[config.mk]
export PLATFORM = sky130hd
export DESIGN_NAME = ioShim_flat
export DESIGN_NICKNAME = d
export VERILOG_FILES = /design/src/hdl/ahbLitePkg.sv /design/src/hdl/ahbSlaveIf.sv /design/src/hdl/ioShim.sv /design/src/flat_wrapper.sv
export VERILOG_INCLUDE_DIRS = /design/src /design/src/hdl
export SDC_FILE = /design/constraint.sdc
export NUM_CORES = 1
export LEC_CHECK = 0
export ABC_AREA = 1
export BUFFER_PORTS_ARGS = -buffer_cell sky130_fd_sc_hd__buf_2
export CORE_UTILIZATION = 30
export DETAILED_ROUTE_END_ITERATION = 12
export MAX_ROUTING_LAYER = met4
export SETUP_SLACK_MARGIN = 0.3
export SYNTH_ARGS = -nofsm -noshare
export SYNTH_HDL_FRONTEND = slang
export SYNTH_SLANG_ARGS = --single-unit
[constraint.sdc]
create_clock -name HCLK -period 4 [get_ports HCLK]
set_input_delay 0.8 -clock HCLK [delete_from_list [all_inputs] [get_ports HCLK]]
set_output_delay 0.8 -clock HCLK [all_outputs]
set_load 0.02 [all_outputs]
[src/hdl/ahbLite_defines.svh]
`ifndef AHBLITE_DEFINES_SVH
`define AHBLITE_DEFINES_SVH

// memory depth in 32-bit words
`define MEM_WORDS 256

// region codes, compared against HADDR[31:28]
`define REGION_MEM 4'h0
`define REGION_IO  4'h4

// io register word offsets, taken from HADDR[4:2]
`define IO_SIC_STATUS 3'd0
`define IO_SIC_ENABLE 3'd1
`define IO_SIC_CLEAR  3'd2
`define IO_IRQ_ENABLE 3'd3
`define IO_FIQ_ENABLE 3'd4
`define IO_SCRATCH    3'd5

// secondary interrupt controller
`define SIC_WIDTH 8
// where the sic line sits in the raw irq/fiq vectors
`define SIC_IRQ_BIT 26

`endif

[src/hdl/ahbLitePkg.sv]
`default_nettype none

// shared types for the bus fabric, the slaves and the testbench model
package ahbLitePkg;

  // transfer size as driven on HSIZE
  // encodings follow the usual ahb values
  typedef enum logic [2:0] {
    sizeByte = 3'b000,
    sizeHalf = 3'b001,
    sizeWord = 3'b010
  } hSizeT;

  // which slave owns the current address
  // noneSel means the fabric answers by itself
  typedef enum logic [1:0] {
    memSel  = 2'd0,
    ioSel   = 2'd1,
    noneSel = 2'd2
  } slaveSelT;

endpackage : ahbLitePkg

`default_nettype wire

[src/hdl/ahbSlaveIf.sv]
`timescale 1ns/1ps
`default_nettype none

// one slave port of the fabric
// request side flows fabric to slave, response side the other way
interface ahbSlaveIf
  import ahbLitePkg::*;
();

  // address decode hit for this slave
  logic        sel;
  // HREQUEST, gated by sel
  logic        req;
  logic        write;
  hSizeT       size;
  logic [31:0] addr;
  logic [31:0] wdata;

  // response
  logic [31:0] rdata;
  // one cycle per transfer
  logic        ready;

  modport fabric (
    output sel, req, write, size, addr, wdata,
    input  rdata, ready
  );

  modport slave (
    input  sel, req, write, size, addr, wdata,
    output rdata, ready
  );

endinterface : ahbSlaveIf

`default_nettype wire

[src/hdl/ioShim.sv]
`timescale 1ns/1ps
`default_nettype none

`include "ahbLite_defines.svh"

// io register block: secondary interrupt controller, vector enables, scratch
// single cycle access, full word writes regardless of size
module ioShim
  import ahbLitePkg::*;
(
  input  logic                  HCLK,
  input  logic                  arstN,
  input  logic [`SIC_WIDTH-1:0] sicSources,
  ahbSlaveIf.slave              bus,
  output logic                  irq,
  output logic                  fiq
);

  logic [2:0]            offset;
  logic                  ioWrite;
  logic [`SIC_WIDTH-1:0] sicPending;
  logic [`SIC_WIDTH-1:0] sicEnable;
  logic [`SIC_WIDTH-1:0] clrMask;
  logic [31:0]           irqEnable;
  logic [31:0]           fiqEnable;
  logic [31:0]           scratch;
  // any pending source that is enabled
  logic                  sicInterrupt;
  logic [31:0]           rawIrqVec;
  logic [31:0]           rawFiqVec;

  assign offset = bus.addr[4:2];

  // register update at the edge that ends the ready cycle
  assign ioWrite = bus.ready && bus.write;

  // ready pulse, low cycle in between doubles as busy
  always_ff @(posedge HCLK or negedge arstN) begin
    if (!arstN) begin
      bus.ready <= 1'b0;
    end else begin
      bus.ready <= bus.sel && bus.req && !bus.ready;
    end
  end

  // write one to clear
  assign clrMask = (ioWrite && (offset == `IO_SIC_CLEAR)) ?
                   bus.wdata[`SIC_WIDTH-1:0] : '0;

  // sticky pending, a set in the same cycle beats the clear
  always_ff @(posedge HCLK or negedge arstN) begin
    if (!arstN) begin
      sicPending <= '0;
    end else begin
      sicPending <= (sicPending & ~clrMask) | sicSources;
    end
  end

  // enables and scratch
  always_ff @(posedge HCLK or negedge arstN) begin
    if (!arstN) begin
      sicEnable <= '0;
      irqEnable <= 32'h0;
      fiqEnable <= 32'h0;
      scratch   <= 32'h0;
    end else if (ioWrite) begin
      case (offset)
        `IO_SIC_ENABLE: sicEnable <= bus.wdata[`SIC_WIDTH-1:0];
        `IO_IRQ_ENABLE: irqEnable <= bus.wdata;
        `IO_FIQ_ENABLE: fiqEnable <= bus.wdata;
        `IO_SCRATCH:    scratch   <= bus.wdata;
        // status is read only, clear handled above
        default: ;
      endcase
    end
  end

  // read mux straight from the registers
  always_comb begin
    case (offset)
      `IO_SIC_STATUS: bus.rdata = 32'(sicPending);
      `IO_SIC_ENABLE: bus.rdata = 32'(sicEnable);
      `IO_IRQ_ENABLE: bus.rdata = irqEnable;
      `IO_FIQ_ENABLE: bus.rdata = fiqEnable;
      `IO_SCRATCH:    bus.rdata = scratch;
      // clear reads as zero, as do the holes
      default:        bus.rdata = 32'h0;
    endcase
  end

  assign sicInterrupt = |(sicPending & sicEnable);

  // raw vectors, only the sic line is live
  always_comb begin
    rawIrqVec = 32'h0;
    rawFiqVec = 32'h0;
    rawIrqVec[`SIC_IRQ_BIT] = sicInterrupt;
    rawFiqVec[`SIC_IRQ_BIT] = sicInterrupt;
  end

  // enable gating and reduction
  assign irq = |(rawIrqVec & irqEnable);
  assign fiq = |(rawFiqVec & fiqEnable);

  // one ready per request
  assert property (@(posedge HCLK) disable iff (!arstN)
    bus.ready |=> !bus.ready);

endmodule : ioShim

`default_nettype wire

[src/flat_wrapper.sv]
// flat-port wrapper written by rule: the top's interface ports become plain ports
module ioShim_flat import ahbLitePkg::*;
  (HCLK, arstN, sicSources, irq, fiq, bus_sel, bus_req, bus_write, bus_size, bus_addr, bus_wdata, bus_rdata, bus_ready);
  ahbSlaveIf bus_i ();
  input  logic HCLK;
  input  logic arstN;
  input  logic [`SIC_WIDTH-1:0] sicSources;
  output logic irq;
  output logic fiq;
  input wire logic [$bits(bus_i.sel)-1:0] bus_sel;
  input wire logic [$bits(bus_i.req)-1:0] bus_req;
  input wire logic [$bits(bus_i.write)-1:0] bus_write;
  input wire logic [$bits(bus_i.size)-1:0] bus_size;
  input wire logic [$bits(bus_i.addr)-1:0] bus_addr;
  input wire logic [$bits(bus_i.wdata)-1:0] bus_wdata;
  output wire logic [$bits(bus_i.rdata)-1:0] bus_rdata;
  output wire logic [$bits(bus_i.ready)-1:0] bus_ready;
  assign bus_i.sel = bus_sel;
  assign bus_i.req = bus_req;
  assign bus_i.write = bus_write;
  assign bus_i.size = bus_size;
  assign bus_i.addr = bus_addr;
  assign bus_i.wdata = bus_wdata;
  assign bus_rdata = bus_i.rdata;
  assign bus_ready = bus_i.ready;
  ioShim u_core (.HCLK(HCLK), .arstN(arstN), .sicSources(sicSources), .bus(bus_i), .irq(irq), .fiq(fiq));
endmodule
* After elaboration in Yosys (flattened, before gate mapping)
Index checks and enable logic that the tools add are counted.
** Word-level totals
- Bits in writable memories :: 0
- Logic and storage cells :: 32
- Memories kept :: 0
- Bits in registers :: 113
- Bits in read-only memories :: 0
- Bits of input ports :: 80
- Latch bits :: 0
** Operators by class
- Divide/modulo/power cells :: 0
- Order comparisons :: 0
- Bitwise operators :: 6
- Add/subtract/negate cells :: 0
- Reduce and logical (&&, ||, !) cells :: 13
- Multipliers :: 0
- Multiplexer cells :: 2
- Shifts and indexed selects :: 0
- Eq/ne operators :: 5
** Operators by type and width (number)
- $pmux W32 S5 :: 1
- $and A27 B32 Y32 :: 2
- $reduce_or A32 Y1 :: 2
- $and A8 B8 Y8 :: 2
- $mux W8 :: 1
- $not A8 Y8 :: 1
- $or A8 B8 Y8 :: 1
- $reduce_and A2 Y1 :: 4
- $reduce_or A8 Y1 :: 1
- $eq A3 B2 Y1 const B :: 2
- $eq A3 B3 Y1 const B :: 2
- $logic_and A1 B1 Y1 :: 4
- $eq A3 B1 Y1 const B :: 1
- $logic_not A3 Y1 :: 1
- $logic_not A1 Y1 :: 1

* Depth between registers and ports, before layout
Gate-level depths: netlist (run 1).
- Word-level depth :: 6
- Gate-level depth with buffers :: 8
- Mapped depth without buffers :: 6

* Least setup slack after synthesis (run 1)
No wires, ideal clock.
- Kind :: input to output
- From :: input port bus_addr[2]
- To :: output port bus_rdata[29]
- Required time :: 3200 ps
- Stages on the path :: 5
- Data arrival time :: 1730 ps
- Setup slack :: 1470 ps
- Path through :: buf_4 -> nor2_2 -> nand2_2 -> clkbuf_1 -> o211ai_1
** On the way
- Longest elaborated chain between the ends :: 2
- Elaborated cells on any way between the ends :: 6
** RTL lines
- from (decl) :: line flat_wrapper.sv:14 : input wire logic [$bits(bus_i.addr)-1:0] bus_addr;
- $eq A3 B3 Y1, or another cell as far along :: line ioShim.sv:80 : case (offset)
- $pmux W32 S5 (*) :: line ioShim.sv:80
- to (decl) :: line flat_wrapper.sv:16 : output wire logic [$bits(bus_i.rdata)-1:0] bus_rdata;
Every way passes the cells marked *; elsewhere a longest branch is shown, timed or not.

* Worst setup path in the final report (run 1)
- From :: input port bus_addr[2]
- To :: output port bus_rdata[26]
Same word-level chain as after synthesis.

==> metrics.yaml, run 1 <==
r2r_slack_ps: 1920
synth_top_area_share_pct: 52.2
slowest_delay_ps: 340
synth_seq_cells: 113
synth_enable_flop_cells: 0
hpwl_mm: 9.43
avgRoutedWirePerCell_um: 15.0
status: "complete, no violations"
routed_wl_mm: 15.1
cts_sinks: 113
numCtsBuffers: 17
max_freq_mhz: 326
grt_max_degree: 68
drtIter0Drc: 299
hold_viol: 0
hp-class: "flop to flop"
slew_headroom_pct: 38.5
drc: 0
synth_area_um2: 5420
postRouteAntennaNets: 0
grt_util_all_layers_pct: 18.1
leakage_nw: 3.53
path_class: "input pin to output pin"
vias: 4694
finalNonFillerCells: 1012
routed-wl-met2_mm: 7.01
fin_worst_skew_ps: 5.31
route.met3.wl_um: 703
grt_pass1_vias: 4626
powerDensity_nw_per_um2: 535
rows: 48
cpMaxStageDelayCell: "buf_2"
avgSynthCellArea_um2: 7.72
globalplace.congestion: 0.790
die_w_um: 136
synthTopCellsByArea: "dfrtp_1, nand2_1, nand3_1, o21ai_0, inv_1"
synthCells: 702
fin_setup_tns_ps: 0
arrival_ps: 2260
path_max_fanout: 22
min_period_ps: 3060
final_cell_mix: "nand2_1, dfrtp_1, buf_2"
cts.clk_slew.worst_paths_ps: 50
clkLatencyLatePin_ps: 420
tightest_slew_ps: 923
wl_met1_mm: 7.20
initial_core_util_pct: 31.0
synthArstFlopShare_pct: 100
path_common_cell: "buf_2"
drt_first_pass_iters: 4
viasPerCell: 4.64
critical_path_required_ps: 3200
period_share_pct: 76.6
path_cells: "buf_2, nand3_4, inv_1, buf_4, nand2_1, nand3_1, buf_2"
crit_path_start_kind: "input pin"
overflow: 0
yosysSeqAreaShare_pct: 52.2
synth_warnings: 0
drv_cap: 0
core-area_um2: 17500
grt_pass1_wl_mm: 24.6
ir_worst_vdd_v: 0.000298
rsz0062_at_grt: "false"
place_inst: 980
synth_flop_cell: "dfrtp_1"
syn-num-nets: 782
post_cts_buffers: 0
nets: 854
synth_cell_type_count: 23
synth_area_leader_cell: "dfrtp_1"
htree_levels: 4
cts_hold_buf: 0
layout_commonest_cell: "nand2_1"
cts_resized: 0
dieArea_um2: 18600
cts_root_buffer: "clkbuf_16"
grt_antenna_before_repair: 0
endpoint_kind: "output pin"
io_buffers: 82
drive_gt1_share_pct: 18.3
tritoncts: "done"
highest_layer: "met4"
fp.dieH_um: 136
syn_to_final_growth_pct: 22.9
io_pins: 115
clock_path_buffers: 2
antenna_cells: 0
slew_viol_final: 0
setup_viol: 0
## kinds of logic after synthesis
group	count (synthesis)	share of synthesized area, %
buf+inv	88	7.55
simple gates	417	31.9
flops	113	52.2
compound gates	84	8.31
## registers in the layout, indices dropped and copies added (netlist names)
name	cells
u_core.sicPending	8
u_core.scratch	32
u_core.sicEnable	8
u_core.fiqEnable	32
u_core.irqEnable	32
u_core.bus.ready	1
## final cells by class
class                   count  area, µm²
well taps                 225        282
repair buffers             95        548
clock inverters            10        181
multi-input cells         501       2180
clock buffers              22        464
inverters                  46        175
flip-flops and latches    113       2830
fillers                  1828      10800
## report_power, final
group	switching, W	leakage [nW]	total [W]	internal (W)
Clock	0.000528	0.314	0.00166	0.00113
Sequential	0.0000891	1.41	0.00143	0.00134
Combinational	0.000309	1.80	0.000471	0.000161
## final timing paths
| path | startpoint | endpoint | depth (start not counted) |
|---|---|---|---|
| max | bus_addr[2] | bus_rdata[26] | 7 |
| min | u_core.bus.ready | u_core.bus.ready | 1 |
| max reg2reg | u_core.bus.ready | u_core.irqEnable[0] | 6 |
| min reg2reg | u_core.bus.ready | u_core.bus.ready | 1 |
| max in group asynchronous | arstN | u_core.irqEnable[18] | 2 |
| min in group asynchronous | arstN | u_core.scratch[6] | 1 |
## worst max-delay path: cells and delay by family
family	cells	cell delay, ps
buf+inv	4	920
simple gates	3	500
## Yosys cell counts, types with 4 or more instances
| master | instances |
|---|---|
| o21ai_2 | 6 |
| nor2_1 | 38 |
| nand3_1 | 65 |
| buf_4 | 6 |
| nand4_1 | 12 |
| clkbuf_1 | 11 |
| o21ai_1 | 12 |
| dfrtp_1 | 113 |
| nand2_1 | 291 |
| o21ai_0 | 62 |
| buf_6 | 4 |
| inv_1 | 43 |
| buf_2 | 19 |
| nand2_2 | 4 |
## per-layer routing
layer	vias up	track usage (%)
met3	16	4.62
met4	0	6.30
li1	2369	-
met5	-	-
met2	98	27.1
met1	2211	23.6
## stage by stage
stage	setup slack [ps]	util, %	hold slack (ps)	power (W)	cell area (µm²)
finish	937	38.1	466	0.00356	6660
floorplan	1470	-	442	0.00174	5420
global route	831	38.1	480	0.00373	6660
CTS	926	38.1	468	0.00360	6660
detailed placement	932	34.4	458	0.00192	6010
global placement	938	34.4	455	0.00191	6010
(Power assumes the default switching activity.)
==> run 2, diff against run 1 <==
==> constraint.sdc (replaced) <==
create_clock -name HCLK -period 2.7 [get_ports HCLK]
set_input_delay 0.54 -clock HCLK [delete_from_list [all_inputs] [get_ports HCLK]]
set_output_delay 0.54 -clock HCLK [all_outputs]
set_load 0.02 [all_outputs]
==> run 2 against run 1 <==
Compared with the run above: first-iteration DRC count is 24% higher; power is 45% higher; die area stayed put; global-route usage is 0.48 points lower; wire length is 2.9% lower; count of clock-buffer cells in the layout is 1 higher; flip-flop and latch count stayed put; register-to-register slack worse by 900 ps; setup slack worse by 570 ps; critical path depth stayed put; critical endpoint is now bus_rdata[29].
==> metrics.yaml, run 2 (synthesis results as in run 1) <==
status: "complete, no violations"  # unchanged
slowest_delay_ps: 290  # was 340 ps
io_buffers: 82  # unchanged
postRouteAntennaNets: 0  # unchanged
crit_family: "buffers and inverters"  # unchanged
avgRoutedWirePerCell_um: 14.4  # was 15.0 µm
rows: 48  # unchanged
hpwl_mm: 9.19  # was 9.43 mm
drt_first_pass_iters: 7  # was 4
critical_path_required_ps: 2160  # was 3200 ps
overflow: 0  # unchanged
cts_root_buffer: "clkbuf_16"  # unchanged
path_cells: "buf_2, inv_4, nor2_4, buf_12, nand2_1, o211ai_1, buf_2"  # was buf_2, nand3_4, inv_1, buf_4, nand2_1, nand3_1, buf_2
nets: 860  # was 854
vias: 4686  # was 4694
hp-class: "input pin to flop"  # was flop to flop
max_freq_mhz: 428
drv_cap: 0  # unchanged
ir_worst_vdd_v: 0.000430  # was 0.000298 V
clock_path_buffers: 2  # unchanged
grt_max_degree: 66  # was 68
setup_viol: 0  # unchanged
grt_pass1_wl_mm: 23.9  # was 24.6 mm
grt_pass1_vias: 4522  # was 4626
routed_wl_mm: 14.7  # was 15.1 mm
path_common_cell: "buf_2"  # unchanged
path_max_fanout: 49  # was 22
holdWs_ps: 302  # was 466 ps
rsz0062_at_grt: "true"  # was false
htree_levels: 4  # unchanged
p_total_w: 0.00517  # was 0.00356 W
slew_headroom_pct: 29.2  # was 38.5%
place_area_um2: 6050  # was 6010 µm²
tritoncts: "done"  # unchanged
drc: 0  # unchanged
final_cell_mix: "nand2_1, dfrtp_1, buf_2"  # unchanged
endpoint_kind: "output pin"  # unchanged
crit_path_start_kind: "input pin"  # unchanged
cts.clk_slew.worst_paths_ps: 50  # about the same
initial_core_util_pct: 31.0  # unchanged
grt_util_all_layers_pct: 17.6  # was 18.1%
worstHoldStart: "sicSources[4]"  # was u_core.bus.ready
largestRegisters: "u_core.fiqEnable x32, u_core.irqEnable x32, u_core.scratch x32"  # unchanged
grt_antenna_before_repair: 1  # was 0
clkLatencyLatePin_ps: 420  # about the same
dieArea_um2: 18600  # unchanged
critical_path_buf_inv_count: 4  # unchanged
powerDensity_nw_per_um2: 773  # was 535 nW/µm²
slew_viol_final: 0  # unchanged
finalNonFillerCells: 1020  # was 1012
viasPerCell: 4.59  # was 4.64
drive_gt1_share_pct: 19.0  # was 18.3%
stdcell_area_um2: 6700  # was 6660 µm²
period_share_pct: 86.5
hold_viol: 0  # unchanged
fp.dieH_um: 136  # unchanged
fin_setup_tns_ps: 0  # unchanged
leakage_nw: 3.56  # was 3.53 nW
tightest_slew_ps: 1060  # was 923 ps
fin_worst_skew_ps: 9.20  # was 5.31 ps
syn_to_final_growth_pct: 23.6  # was 22.9%
numCtsBuffers: 17  # unchanged
globalplace.congestion: 0.759  # was 0.790
die_w_um: 136  # unchanged
r2r-start: "u_core.bus.ready"  # unchanged
drtIter0Drc: 372  # was 299
post_cts_buffers: 0  # unchanged
arrival_ps: 1800  # was 2260 ps
cpMaxStageDelayCell: "buf_2"  # unchanged
io_pins: 115  # unchanged
cts_sinks: 113  # unchanged
core-area_um2: 17500  # unchanged
place_inst: 985  # was 980
cp-startpoint: "bus_addr[3]"  # was bus_addr[2]
layout_commonest_cell: "nand2_1"  # unchanged
min_period_ps: 2340
path_class: "input pin to output pin"  # unchanged
==> run 2: changes by cell type in the layout (fill, tap and decap cells not counted), sizes merged <==
| cell | before | now |
|---|---|---|
| buf | 95 | 99 |
| diode | 0 | 2 |
| clkinv | 4 | 6 |
| clkbuf | 22 | 24 |
| bufinv | 5 | 3 |
| dlygate4sd3 | 0 | 1 |
| clkinvlp | 1 | 0 |
==> run 2: worst min-delay path, delay by kind of cell <==
kind,cells,cell delay (ps)
buffers and inverters,2,110
and+or+nand+nor,1,50
==> run 2: area by class of cell <==
type	count	area, µm²
diodes	2	5.00
repair buffers	101	602
clock buffers	23	498
multi-input cells	501	2180
clock inverters	9	128
flip-flops and latches	113	2830
inverters	46	175
well taps	225	282
fillers	1776	10800
==> run 2: final timing paths <==
path	depth (start not counted)	end	slack, ps
max	7	bus_rdata[29]	360
min	3	u_core.sicPending[4]	300
max reg2reg	3	u_core.fiqEnable[2]	1020
min reg2reg	2	u_core.irqEnable[27]	470
max in group asynchronous	3	u_core.scratch[18]	1650
min in group asynchronous	2	u_core.sicPending[6]	480
==> run 2: through the flow <==
stage	setup WS, ps	util [%]
6_report	365	38.3
5_1_grt	290	38.3
4_1_cts	305	38.3
3_5_place_dp	310	34.6
3_3_place_gp	316	34.6
2_1_floorplan	690	-
==> run 2: layer usage <==
layer	wire length, µm	share of wire, %	vias to the layer above	GRT usage, %
met5	0	0	-	-
met1	6990	48	2183	23.2
met4	227	1.5	0	6.60
li1	-	-	2384	-
met3	685	4.7	18	4.40
met2	6790	46	101	26.0
==> run 2: power by group <==
group,internal (W),switching (W),total [W]
sequential,0.00199,0.000133,0.00212
clock,0.00157,0.000784,0.00235
combinational,0.000246,0.000457,0.000703
total,0.00380,0.00137,0.00517
==> run 2: repair_timing <==
action | in CTS | in global routing
resized for setup | 0 | 2
hold buffers | 1 | 0
hold endpoints to repair | 5 | 0
endpoints found under the setup margin | 0 | 23
