[config.mk]
export PLATFORM = sky130hd
export DESIGN_NAME = busFabric_flat
export DESIGN_NICKNAME = d
export VERILOG_FILES = /design/src/hdl/ahbLitePkg.sv /design/src/hdl/ahbSlaveIf.sv /design/src/hdl/busFabric.sv /design/src/flat_wrapper.sv
export VERILOG_INCLUDE_DIRS = /design/src /design/src/hdl
export SDC_FILE = /design/constraint.sdc
export NUM_CORES = 1
export LEC_CHECK = 0
export ABC_AREA = 1
export BUFFER_PORTS_ARGS = -buffer_cell sky130_fd_sc_hd__buf_2
export CELL_PAD_IN_SITES_DETAIL_PLACEMENT = 1
export CELL_PAD_IN_SITES_GLOBAL_PLACEMENT = 1
export CORE_AREA = 3 3 121 123
export DETAILED_ROUTE_END_ITERATION = 12
export DIE_AREA = 0 0 124 126
export GPL_ROUTABILITY_DRIVEN = 1
export PLACE_DENSITY = 0.76
export SYNTH_ARGS = -nofsm -noshare
export SYNTH_HDL_FRONTEND = slang
export SYNTH_SLANG_ARGS = --single-unit
[constraint.sdc]
create_clock -name HCLK -period 1.5 [get_ports HCLK]
set_input_delay 0.225 -clock HCLK [delete_from_list [all_inputs] [get_ports HCLK]]
set_output_delay 0.225 -clock HCLK [all_outputs]
set_load 0.02 [all_outputs]
[src/hdl/ahbLite_defines.svh]
`ifndef AHBLITE_DEFINES_SVH
`define AHBLITE_DEFINES_SVH

// memory depth in 32-bit words
`define MEM_WORDS 256

// region codes, compared against HADDR[31:28]
`define REGION_MEM 4'h0
`define REGION_IO  4'h4

// io register word offsets, taken from HADDR[4:2]
`define IO_SIC_STATUS 3'd0
`define IO_SIC_ENABLE 3'd1
`define IO_SIC_CLEAR  3'd2
`define IO_IRQ_ENABLE 3'd3
`define IO_FIQ_ENABLE 3'd4
`define IO_SCRATCH    3'd5

// secondary interrupt controller
`define SIC_WIDTH 8
// where the sic line sits in the raw irq/fiq vectors
`define SIC_IRQ_BIT 26

`endif

[src/hdl/ahbLitePkg.sv]
`default_nettype none

// shared types for the bus fabric, the slaves and the testbench model
package ahbLitePkg;

  // transfer size as driven on HSIZE
  // encodings follow the usual ahb values
  typedef enum logic [2:0] {
    sizeByte = 3'b000,
    sizeHalf = 3'b001,
    sizeWord = 3'b010
  } hSizeT;

  // which slave owns the current address
  // noneSel means the fabric answers by itself
  typedef enum logic [1:0] {
    memSel  = 2'd0,
    ioSel   = 2'd1,
    noneSel = 2'd2
  } slaveSelT;

endpackage : ahbLitePkg

`default_nettype wire

[src/hdl/ahbSlaveIf.sv]
`timescale 1ns/1ps
`default_nettype none

// one slave port of the fabric
// request side flows fabric to slave, response side the other way
interface ahbSlaveIf
  import ahbLitePkg::*;
();

  // address decode hit for this slave
  logic        sel;
  // HREQUEST, gated by sel
  logic        req;
  logic        write;
  hSizeT       size;
  logic [31:0] addr;
  logic [31:0] wdata;

  // response
  logic [31:0] rdata;
  // one cycle per transfer
  logic        ready;

  modport fabric (
    output sel, req, write, size, addr, wdata,
    input  rdata, ready
  );

  modport slave (
    input  sel, req, write, size, addr, wdata,
    output rdata, ready
  );

endinterface : ahbSlaveIf

`default_nettype wire

[src/hdl/busFabric.sv]
`timescale 1ns/1ps
`default_nettype none

`include "ahbLite_defines.svh"

// address decoder plus response mux between the master and the two slaves
// unmapped accesses are answered here with zero data
module busFabric
  import ahbLitePkg::*;
(
  input  logic        HCLK,
  input  logic        arstN,
  input  logic        HREQUEST,
  input  hSizeT       HSIZE,
  input  logic [31:0] HADDR,
  input  logic        HWRITE,
  input  logic [31:0] HWDATA,
  output logic [31:0] HRDATA,
  output logic        HREADY,
  ahbSlaveIf.fabric   memBus,
  ahbSlaveIf.fabric   ioBus
);

  slaveSelT decSel;
  // ready for unmapped transfers
  logic     noneReady;

  // region from the top nibble only
  // everything else in the map aliases
  always_comb begin
    case (HADDR[31:28])
      `REGION_MEM: decSel = memSel;
      `REGION_IO:  decSel = ioSel;
      default:     decSel = noneSel;
    endcase
  end

  // select lines, at most one high
  assign memBus.sel = (decSel == memSel);
  assign ioBus.sel  = (decSel == ioSel);

  // request only reaches the selected slave
  assign memBus.req = HREQUEST && memBus.sel;
  assign ioBus.req  = HREQUEST && ioBus.sel;

  // address, control and write data are broadcast
  assign memBus.write = HWRITE;
  assign memBus.size  = HSIZE;
  assign memBus.addr  = HADDR;
  assign memBus.wdata = HWDATA;
  assign ioBus.write  = HWRITE;
  assign ioBus.size   = HSIZE;
  assign ioBus.addr   = HADDR;
  assign ioBus.wdata  = HWDATA;

  // unmapped: one cycle, then one idle cycle if the request is held
  always_ff @(posedge HCLK or negedge arstN) begin
    if (!arstN) begin
      noneReady <= 1'b0;
    end else begin
      noneReady <= HREQUEST && (decSel == noneSel) && !noneReady;
    end
  end

  // response mux, address is held so decSel is still valid here
  always_comb begin
    case (decSel)
      memSel: begin
        HRDATA = memBus.rdata;
        HREADY = memBus.ready;
      end
      ioSel: begin
        HRDATA = ioBus.rdata;
        HREADY = ioBus.ready;
      end
      default: begin
        // unmapped reads give zero
        HRDATA = 32'h0;
        HREADY = noneReady;
      end
    endcase
  end

  // never two slaves selected at once
  assert property (@(posedge HCLK) disable iff (!arstN)
    !(memBus.sel && ioBus.sel));

  // ready only comes back to a master that is still requesting
  assert property (@(posedge HCLK) disable iff (!arstN)
    HREADY |-> HREQUEST);

endmodule : busFabric

`default_nettype wire

[src/flat_wrapper.sv]
// flat-port wrapper written by rule: the top's interface ports become plain ports
module busFabric_flat import ahbLitePkg::*;
  (HCLK, arstN, HREQUEST, HSIZE, HADDR, HWRITE, HWDATA, HRDATA, HREADY, memBus_sel, memBus_req, memBus_write, memBus_size, memBus_addr, memBus_wdata, memBus_rdata, memBus_ready, ioBus_sel, ioBus_req, ioBus_write, ioBus_size, ioBus_addr, ioBus_wdata, ioBus_rdata, ioBus_ready);
  ahbSlaveIf memBus_i ();
  ahbSlaveIf ioBus_i ();
  input  logic HCLK;
  input  logic arstN;
  input  logic HREQUEST;
  input  hSizeT HSIZE;
  input  logic [31:0] HADDR;
  input  logic HWRITE;
  input  logic [31:0] HWDATA;
  output logic [31:0] HRDATA;
  output logic HREADY;
  output wire logic [$bits(memBus_i.sel)-1:0] memBus_sel;
  output wire logic [$bits(memBus_i.req)-1:0] memBus_req;
  output wire logic [$bits(memBus_i.write)-1:0] memBus_write;
  output wire logic [$bits(memBus_i.size)-1:0] memBus_size;
  output wire logic [$bits(memBus_i.addr)-1:0] memBus_addr;
  output wire logic [$bits(memBus_i.wdata)-1:0] memBus_wdata;
  input wire logic [$bits(memBus_i.rdata)-1:0] memBus_rdata;
  input wire logic [$bits(memBus_i.ready)-1:0] memBus_ready;
  output wire logic [$bits(ioBus_i.sel)-1:0] ioBus_sel;
  output wire logic [$bits(ioBus_i.req)-1:0] ioBus_req;
  output wire logic [$bits(ioBus_i.write)-1:0] ioBus_write;
  output wire logic [$bits(ioBus_i.size)-1:0] ioBus_size;
  output wire logic [$bits(ioBus_i.addr)-1:0] ioBus_addr;
  output wire logic [$bits(ioBus_i.wdata)-1:0] ioBus_wdata;
  input wire logic [$bits(ioBus_i.rdata)-1:0] ioBus_rdata;
  input wire logic [$bits(ioBus_i.ready)-1:0] ioBus_ready;
  assign memBus_sel = memBus_i.sel;
  assign memBus_req = memBus_i.req;
  assign memBus_write = memBus_i.write;
  assign memBus_size = memBus_i.size;
  assign memBus_addr = memBus_i.addr;
  assign memBus_wdata = memBus_i.wdata;
  assign memBus_i.rdata = memBus_rdata;
  assign memBus_i.ready = memBus_ready;
  assign ioBus_sel = ioBus_i.sel;
  assign ioBus_req = ioBus_i.req;
  assign ioBus_write = ioBus_i.write;
  assign ioBus_size = ioBus_i.size;
  assign ioBus_addr = ioBus_i.addr;
  assign ioBus_wdata = ioBus_i.wdata;
  assign ioBus_i.rdata = ioBus_rdata;
  assign ioBus_i.ready = ioBus_ready;
  busFabric u_core (.HCLK(HCLK), .arstN(arstN), .HREQUEST(HREQUEST), .HSIZE(HSIZE), .HADDR(HADDR), .HWRITE(HWRITE), .HWDATA(HWDATA), .HRDATA(HRDATA), .HREADY(HREADY), .memBus(memBus_i), .ioBus(ioBus_i));
endmodule
# Word level (Yosys, flattened, before mapping)

Index checks and enable logic that the tools add are counted.

Eq/ne operators: 3
Mux-type cells: 3
Reductions and logical operators: 7

Operators by type and width:

| cell                                                | count |
|---|---|
| one-hot mux 32 bit (2 select lines)                 | 1 |
| equality test 4 x 3 -> 1 bit, second input constant | 1 |
| logical AND 1 bit                                   | 4 |
| logical NOT 4 bit                                   | 1 |
| one-hot mux 2 bit (2 select lines)                  | 1 |
| equality test 2 x 1 -> 1 bit, second input constant | 1 |
| equality test 2 bit, second input constant          | 1 |
| logical NOT 2 bit                                   | 1 |
| one-hot mux 1 bit (2 select lines)                  | 1 |
| logical NOT 1 bit                                   | 1 |

Bits in registers: 1
Input bits: 137
Output and inout port bits: 173
Logic and storage cells: 14

# Longest topological paths before layout

Gate-level depths: netlist (run 1).

Word-level depth: 5
Gate-level depth with buffers: 6
Gate-level depth less buffers: 5

# Worst setup path after synthesis (run 1)

Ideal clock, no wire load.

Path kind: in2out
From: input HADDR[29]
To: output HRDATA[11]
Data arrival time: 935 ps
Data required time: 1,275 ps
Setup slack: 340 ps
Stages on the path: 6
Buffers on the path: 1
Cells stage by stage: nor2_4 -> nand2_2 -> inv_2 -> buf_6 -> nand2_1 -> nand2_1

Cells in the longest elaborated chain, start to end: 4
Elaborated cells on any way between the ends: 6
Classes of those cells: eq/ne (2); mux (2); reduce/logical (2)

RTL lines:

| item                                                                     | RTL line           | text |
|---|---|---|
| from (decl)                                                              | flat_wrapper.sv:10 | `input logic [31:0] HADDR;` |
| equality test 4 x 3 -> 1 bit / logical NOT 4 bit (equally long branches) | busFabric.sv:31    | `case (HADDR[31:28])` |
| one-hot mux 2 bit (2 select lines) *                                     | busFabric.sv:31    |  |
| logical NOT 2 bit *                                                      | n/a                |  |
| net memBus_sel                                                           | flat_wrapper.sv:15 | `output wire logic [$bits(memBus_i.sel)-1:0] memBus_sel;` |
| one-hot mux 32 bit (2 select lines) *                                    | busFabric.sv:67    | `case (decSel)` |
| to (decl)                                                                | flat_wrapper.sv:13 | `output logic [31:0] HRDATA;` |

Mark *: on every way through the listed nets, which the timed path passes. The rest lies on a longest branch.

# Worst setup path after layout (run 1)

From: input HADDR[29]
To: output HRDATA[20]

Cells in the longest elaborated chain, start to end: 4
Elaborated cells on any way between the ends: 6
Classes of those cells: eq/ne (2); mux (2); reduce/logical (2)

RTL lines:

| item                                                                     | RTL line |
|---|---|
| equality test 4 x 3 -> 1 bit / logical NOT 4 bit (equally long branches) | busFabric.sv:31 |
| one-hot mux 2 bit (2 select lines) *                                     | busFabric.sv:31 |
| equality test 2 x 1 -> 1 bit / logical NOT 2 bit (equally long branches) | busFabric.sv:67 |
| one-hot mux 32 bit (2 select lines) *                                    | busFabric.sv:67 |

Every way passes the cells marked *; elsewhere a longest branch is shown, timed or not.

==> run metrics, run 1 <==
DRC marker count from the first detailed-route iteration 30; kind of critical path input port to primary output; total DRC errors in the routed layout 0; met2 track utilization from global routing 0.0958; final worst-path setup slack around 0.13 ns; final setup violation count 0; clock group share of total power 0; post-place setup slack between 0.05 and 0.06 ns; NumNets Final 380; proportion of netlist area held by the largest area contributor 0.639; areal power density over the cells 236 mW/mm2; core outline area ~0.014 mm2; setup total negative slack 0 ns; Buffers on Ports between 100 and 150; total instance count after detailed placement between 400 and 500; die width about 120 um; Design Area, Final roughly 0.0014 mm2; hpwl dp about 4700 um; pin count of the biggest net entering global routing 22; Area contributors post-synth buf_4, nand2_1, nand3_1; fraction of the cycle the final worst path needs 0.916; cell area reported after detailed placement 0.00144 mm2; power share of the sequential group 0.090; Leakage roughly 0.9 nW; detail-routed net length per standard cell about 13 um; Warnings, synthesis 0; maximum net fanout on the critical path 17; synthesized area per cell slightly above 6 um2; RSZ-0062 raised after global routing false; number of buffers inserted for hold repair after clock tree synthesis 0; synthesis-to-layout area growth -9.79%; internal power of the cells around 0.00017 W; Critical-path top delay cell nor2_4; cell type contributing the most total cell area after synthesis buf_4; Resized Gates After CTS 0; placer congestion estimate about 0.62; initial antenna violation count 0; post-route insts no fill 421; leading register cell type out of synthesis dfrtp_1; DIE HEIGHT about 130 um; max cap viols 0; met3 Usage GRT 0.0319; time the worst path needs with I/O delays and setup about 1.4 ns; number of flip-flops in the largest register 1; total routed wirelength about 5500 um; register bank with the most flops u_core.noneReady; via count of the first global-routing pass approximately 1.3k; Crit Reg-Reg Endpoint u_core.noneReady; wire length of the first global-routing pass slightly above 7000 um; hold_ws 0.00294 ns; Critical Path Sink Type primary output; data required time of the worst path ~1.3 ns; M1 GR Usage 0.0587; antenna viol nets, final 0; number of flops mapped to enable cells by yosys 0; Max Fclk around 730 MHz; boundary pin count 310; Fin. Hold Viols 0; headroom to the max-slew limit 0.884; total number of vias around 1.4k; switching pwr about 0.00017 W; length of the first detailed-routing pass in iterations 4; Hold/Removal Path Class input port to asynchronous set/reset pin; number of buffers added for setup after CTS 0; Post-Route Skew 0 ns; Initial Util 0.116; Gate Count Post-Synth between 200 and 300; count leader, synth buf_4; clock transition time at the flip-flop clock pins of the worst setup and hold paths 0 ns; clock latency on the worst-skew pair 0 ns; total number of placement rows 43; peak supply drop 0.138 mV; leading post-synthesis cells by instance count buf_4, nand2_1, nand3_1, buf_2; result of the run finished, final reports clean; area of the die ~0.016 mm2; R2R Setup Slk approximately 0.95 ns; mapped cell area around 0.0016 mm2; delay of the slowest critical-path stage approximately 0.16 ns; sequential area share after synthesis 0.0157; fraction of layout instances using a drive strength above 1 0.539; busiest grt layer met2; fraction of synthesis flops using an asynchronous set or reset pin 1.00; critical-path cell list buf_2, nor2_4, nand2_2, inv_2, buf_12, nand2_1, nand2_1, buf_2; number of cells traversed by the worst register-to-register path 1; global-route usage over all layers 0.0599; average vias per placed instance 3.28; GRT Residual Overflow 0; number of flip-flops and latches in the synthesized netlist 1; start of the worst register-to-register path u_core.noneReady; distinct cell type count after synthesis 12; pin slew with the least headroom to its limit 0.175 ns; net count of the mapped netlist between 300 and 400; leading registers by flop count u_core.noneReady x1; Arr. time, crit path 1.15 ns; part of the total power dissipated in combinational logic 0.910; Startpoint Class input port; Sw Ratio 0.514; final count of pins violating max slew 0; diode count 0
## how the worst max path moves through the flow
| stage | from | end | slack, ns | cells after the start |
|---|---|---|---|---|
| final | HADDR[29] | HRDATA[20] | 0.13 | 8 |
| after global routing | HADDR[29] | HRDATA[19] | 0.03 | 8 |
| after floorplan | HADDR[29] | HRDATA[11] | 0.34 | 6 |
| after global placement | HADDR[31] | HRDATA[19] | 0.07 | 8 |
| after detailed placement | HADDR[31] | HRDATA[19] | 0.05 | 8 |
| after CTS | HADDR[31] | HRDATA[19] | 0.04 | 8 |
## logic make-up (layout without fill, tap and decap cells)
logic type             Yosys count  count (layout)  share of synthesized area
AND/OR/NAND/NOR                110             110                      0.294
buffers and inverters          150             130                      0.691
flip-flops                       1               1                     0.0157
## layer usage
metal  vias to the layer above  wire, um
met5                         -         0
met4                         0       401
met3                        49       859
met2                       129      2450
met1                       574      1750
li1                        629         -
## layout by cell type (no fill, tap or decap)
cell     synthesis  layout
buf_12           0       4
buf_2            6     117
buf_4          136       4
dfrtp_1          1       1
inv_1            4       4
inv_2            1       1
nand2_1         68      68
nand2_2          1       1
nand3_1         35      35
nor2_1           4       3
nor2_2           1       1
nor2_4           1       2
## per-stage QoR
| stage | utilization | total power, W |
|---|---|---|
| after floorplan | - | 0.000673 |
| after global placement | 0.104 | 0.000341 |
| after detailed placement | 0.104 | 0.000345 |
| after CTS | 0.104 | 0.000346 |
| after global routing | 0.105 | 0.000371 |
| final | 0.105 | 0.000340 |
## final cells by class
class                      count  area [um2]
timing repair buffer         125         696
sequential                     1        25.0
fill                        1788       12300
multi-input combinational    110         477
inverter                       5        18.8
tap                          180         225
## power by group through the flow
stage / clock network, W / logic, W / registers [W]
CTS: 0 / 0.000315 / 0.0000307
finish: 0 / 0.000310 / 0.0000307
detailed placement: 0 / 0.000314 / 0.0000307
global placement: 0 / 0.000310 / 0.0000306
global route: 0 / 0.000341 / 0.0000308
floorplan: 0 / 0.000643 / 0.0000304
## critical path: cells and delay by family
| kind | cells | cell delay, ns |
|---|---|---|
| buf+inv | 4 | 0.55 |
| simple gates | 4 | 0.37 |
Power figures use the tool's default switching activity.
==> run 2: changes to the inputs <==
==> constraint.sdc (replaced) <==
create_clock -name HCLK -period 1.6 [get_ports HCLK]
set_input_delay 0.24 -clock HCLK [delete_from_list [all_inputs] [get_ports HCLK]]
set_output_delay 0.24 -clock HCLK [all_outputs]
set_load 0.02 [all_outputs]
==> run metrics, run 2 (synthesis gave the netlist of run 1 again) <==
result of the run finished, final reports clean; most common cell after layout, fill and taps aside buf_2; Hold/Removal Path Class input port to asynchronous set/reset pin; areal power density over the cells about 220 mW/mm2; average vias per placed instance ~3.3; setup total negative slack 0 ns; final count of pins violating max slew 0; critical path capture point HRDATA[19]; hpwl dp between 4000 and 5000 um; Leakage between 0.8 and 0.9 nW; DIE HEIGHT approximately 130 um; die width between 100 and 150 um; critical-path cell list buf_2, nor2_1, nand2_2, inv_2, buf_12, nand2_1, nand2_1, buf_2; boundary pin count just over 300; number of flip-flops in the largest register 1; final setup violation count 0; Initial Util 0.116; placer congestion estimate roughly 0.62; antenna viol nets, final 0; clock transition time at the flip-flop clock pins of the worst setup and hold paths 0 ns; Startpoint Class input port; data required time of the worst path approximately 1.4 ns; headroom to the max-slew limit 0.881; total routed wirelength about 5400 um; kind of critical path input port to primary output; family of cells with the greatest summed delay on the critical path buffers and inverters; post-route insts no fill 420; wire length of the first global-routing pass between 7000 and 8000 um; Critical-path top delay cell nor2_1; count of cell instances traversed by the critical path 8; peak supply drop approximately 0.14 mV; total number of placement rows 43; crit path from HADDR[31]; max cap viols 0; NumNets Final 379; delay of the slowest critical-path stage 0.18 ns; Max Fclk around 680 MHz; global-route usage over all layers 0.0598; buffering stage count on the worst path with inverters included 4; Buffers on Ports 117; RSZ-0062 raised after global routing false; diode count 0; start of the worst register-to-register path u_core.noneReady; commonest non-fill, non-tap cells in the layout buf_2, nand2_1, nand3_1; fraction of layout instances using a drive strength above 1 0.533; total number of vias between 1k and 1.5k; DRC marker count from the first detailed-route iteration 35; pin count of the biggest net entering global routing 22; total instance count after detailed placement 420; Post-Route Skew 0 ns; register bank with the most flops u_core.noneReady; length of the first detailed-routing pass in iterations 4; number of cells traversed by the worst register-to-register path 1; Arr. time, crit path 1.22 ns; time the worst path needs with I/O delays and setup 1.46 ns; via count of the first global-routing pass 1299; Crit Reg-Reg Endpoint u_core.noneReady; R2R Setup Slk 1.07 ns; number of buffers added for setup after CTS 0; number of buffers inserted for hold repair after clock tree synthesis 0; area of the die around 0.016 mm2; Resized Gates After CTS 0; maximum net fanout on the critical path 16; core outline area 0.0138 mm2; Critical Path Sink Type primary output; initial antenna violation count 0; synthesis-to-layout area growth -10.4%; leading registers by flop count u_core.noneReady x1; clock latency on the worst-skew pair 0 ns; fin util 0.104; Fin. Hold Viols 0; fraction of the cycle the final worst path needs 0.913; detail-routed net length per standard cell 12.8 um; total DRC errors in the routed layout 0; GRT Residual Overflow 0; pin slew with the least headroom to its limit between 0.15 and 0.2 ns
-- run 2: cell types whose count changed in the layout (fill, tap and decap cells not counted) --
cell	previous run	this run
buf_4	4	3
nor2_1	3	4
nor2_2	1	0
-- run 2: worst min path at each step --
stage | startpoint | to | slack (ns) | cells past startpoint
6_report | arstN | u_core.noneReady | 0.01 | 1
5_1_grt | arstN | u_core.noneReady | 0.02 | 1
4_1_cts | arstN | u_core.noneReady | 0.02 | 1
3_5_place_dp | arstN | u_core.noneReady | 0.02 | 1
3_3_place_gp | arstN | u_core.noneReady | 0.02 | 1
2_1_floorplan | arstN | u_core.noneReady | -0.06 | 0
-- run 2: layer usage --
metal	vias to the layer above	wire length [um]	global-route usage
met4	0	397	0.0419
met1	573	1710	0.0614
met3	47	882	0.0323
met2	128	2370	0.0920
li1	630	-	-
met5	-	0	0
-- run 2: through the flow --
stage          cell area [um2]  setup slack, ns  hold slack (ns)  power [W]
5_1_grt                   1430           0.0235           0.0161   0.000345
3_3_place_gp              1430            0.137           0.0163   0.000321
3_5_place_dp              1430            0.112           0.0162   0.000322
2_1_floorplan             1600            0.410          -0.0556   0.000631
4_1_cts                   1430            0.104           0.0162   0.000323
6_report                  1430            0.139           0.0147   0.000315
-- run 2: power breakdown --
part | switching (W) | total (W) | internal (W) | leakage, nW
clock | 0 | 0 | 0 | 0
combinational | 0.000161 | 0.000286 | 0.000126 | 0.887
sequential | 0.000000927 | 0.0000287 | 0.0000278 | 0.0126
-- run 2: final cells by class --
class	count	area (um2)
Fill cell	1777	12300
Tap cell	180	225
Multi-Input combinational cell	110	474
Inverter	5	18.8
Timing Repair Buffer	124	688
Sequential cell	1	25.0
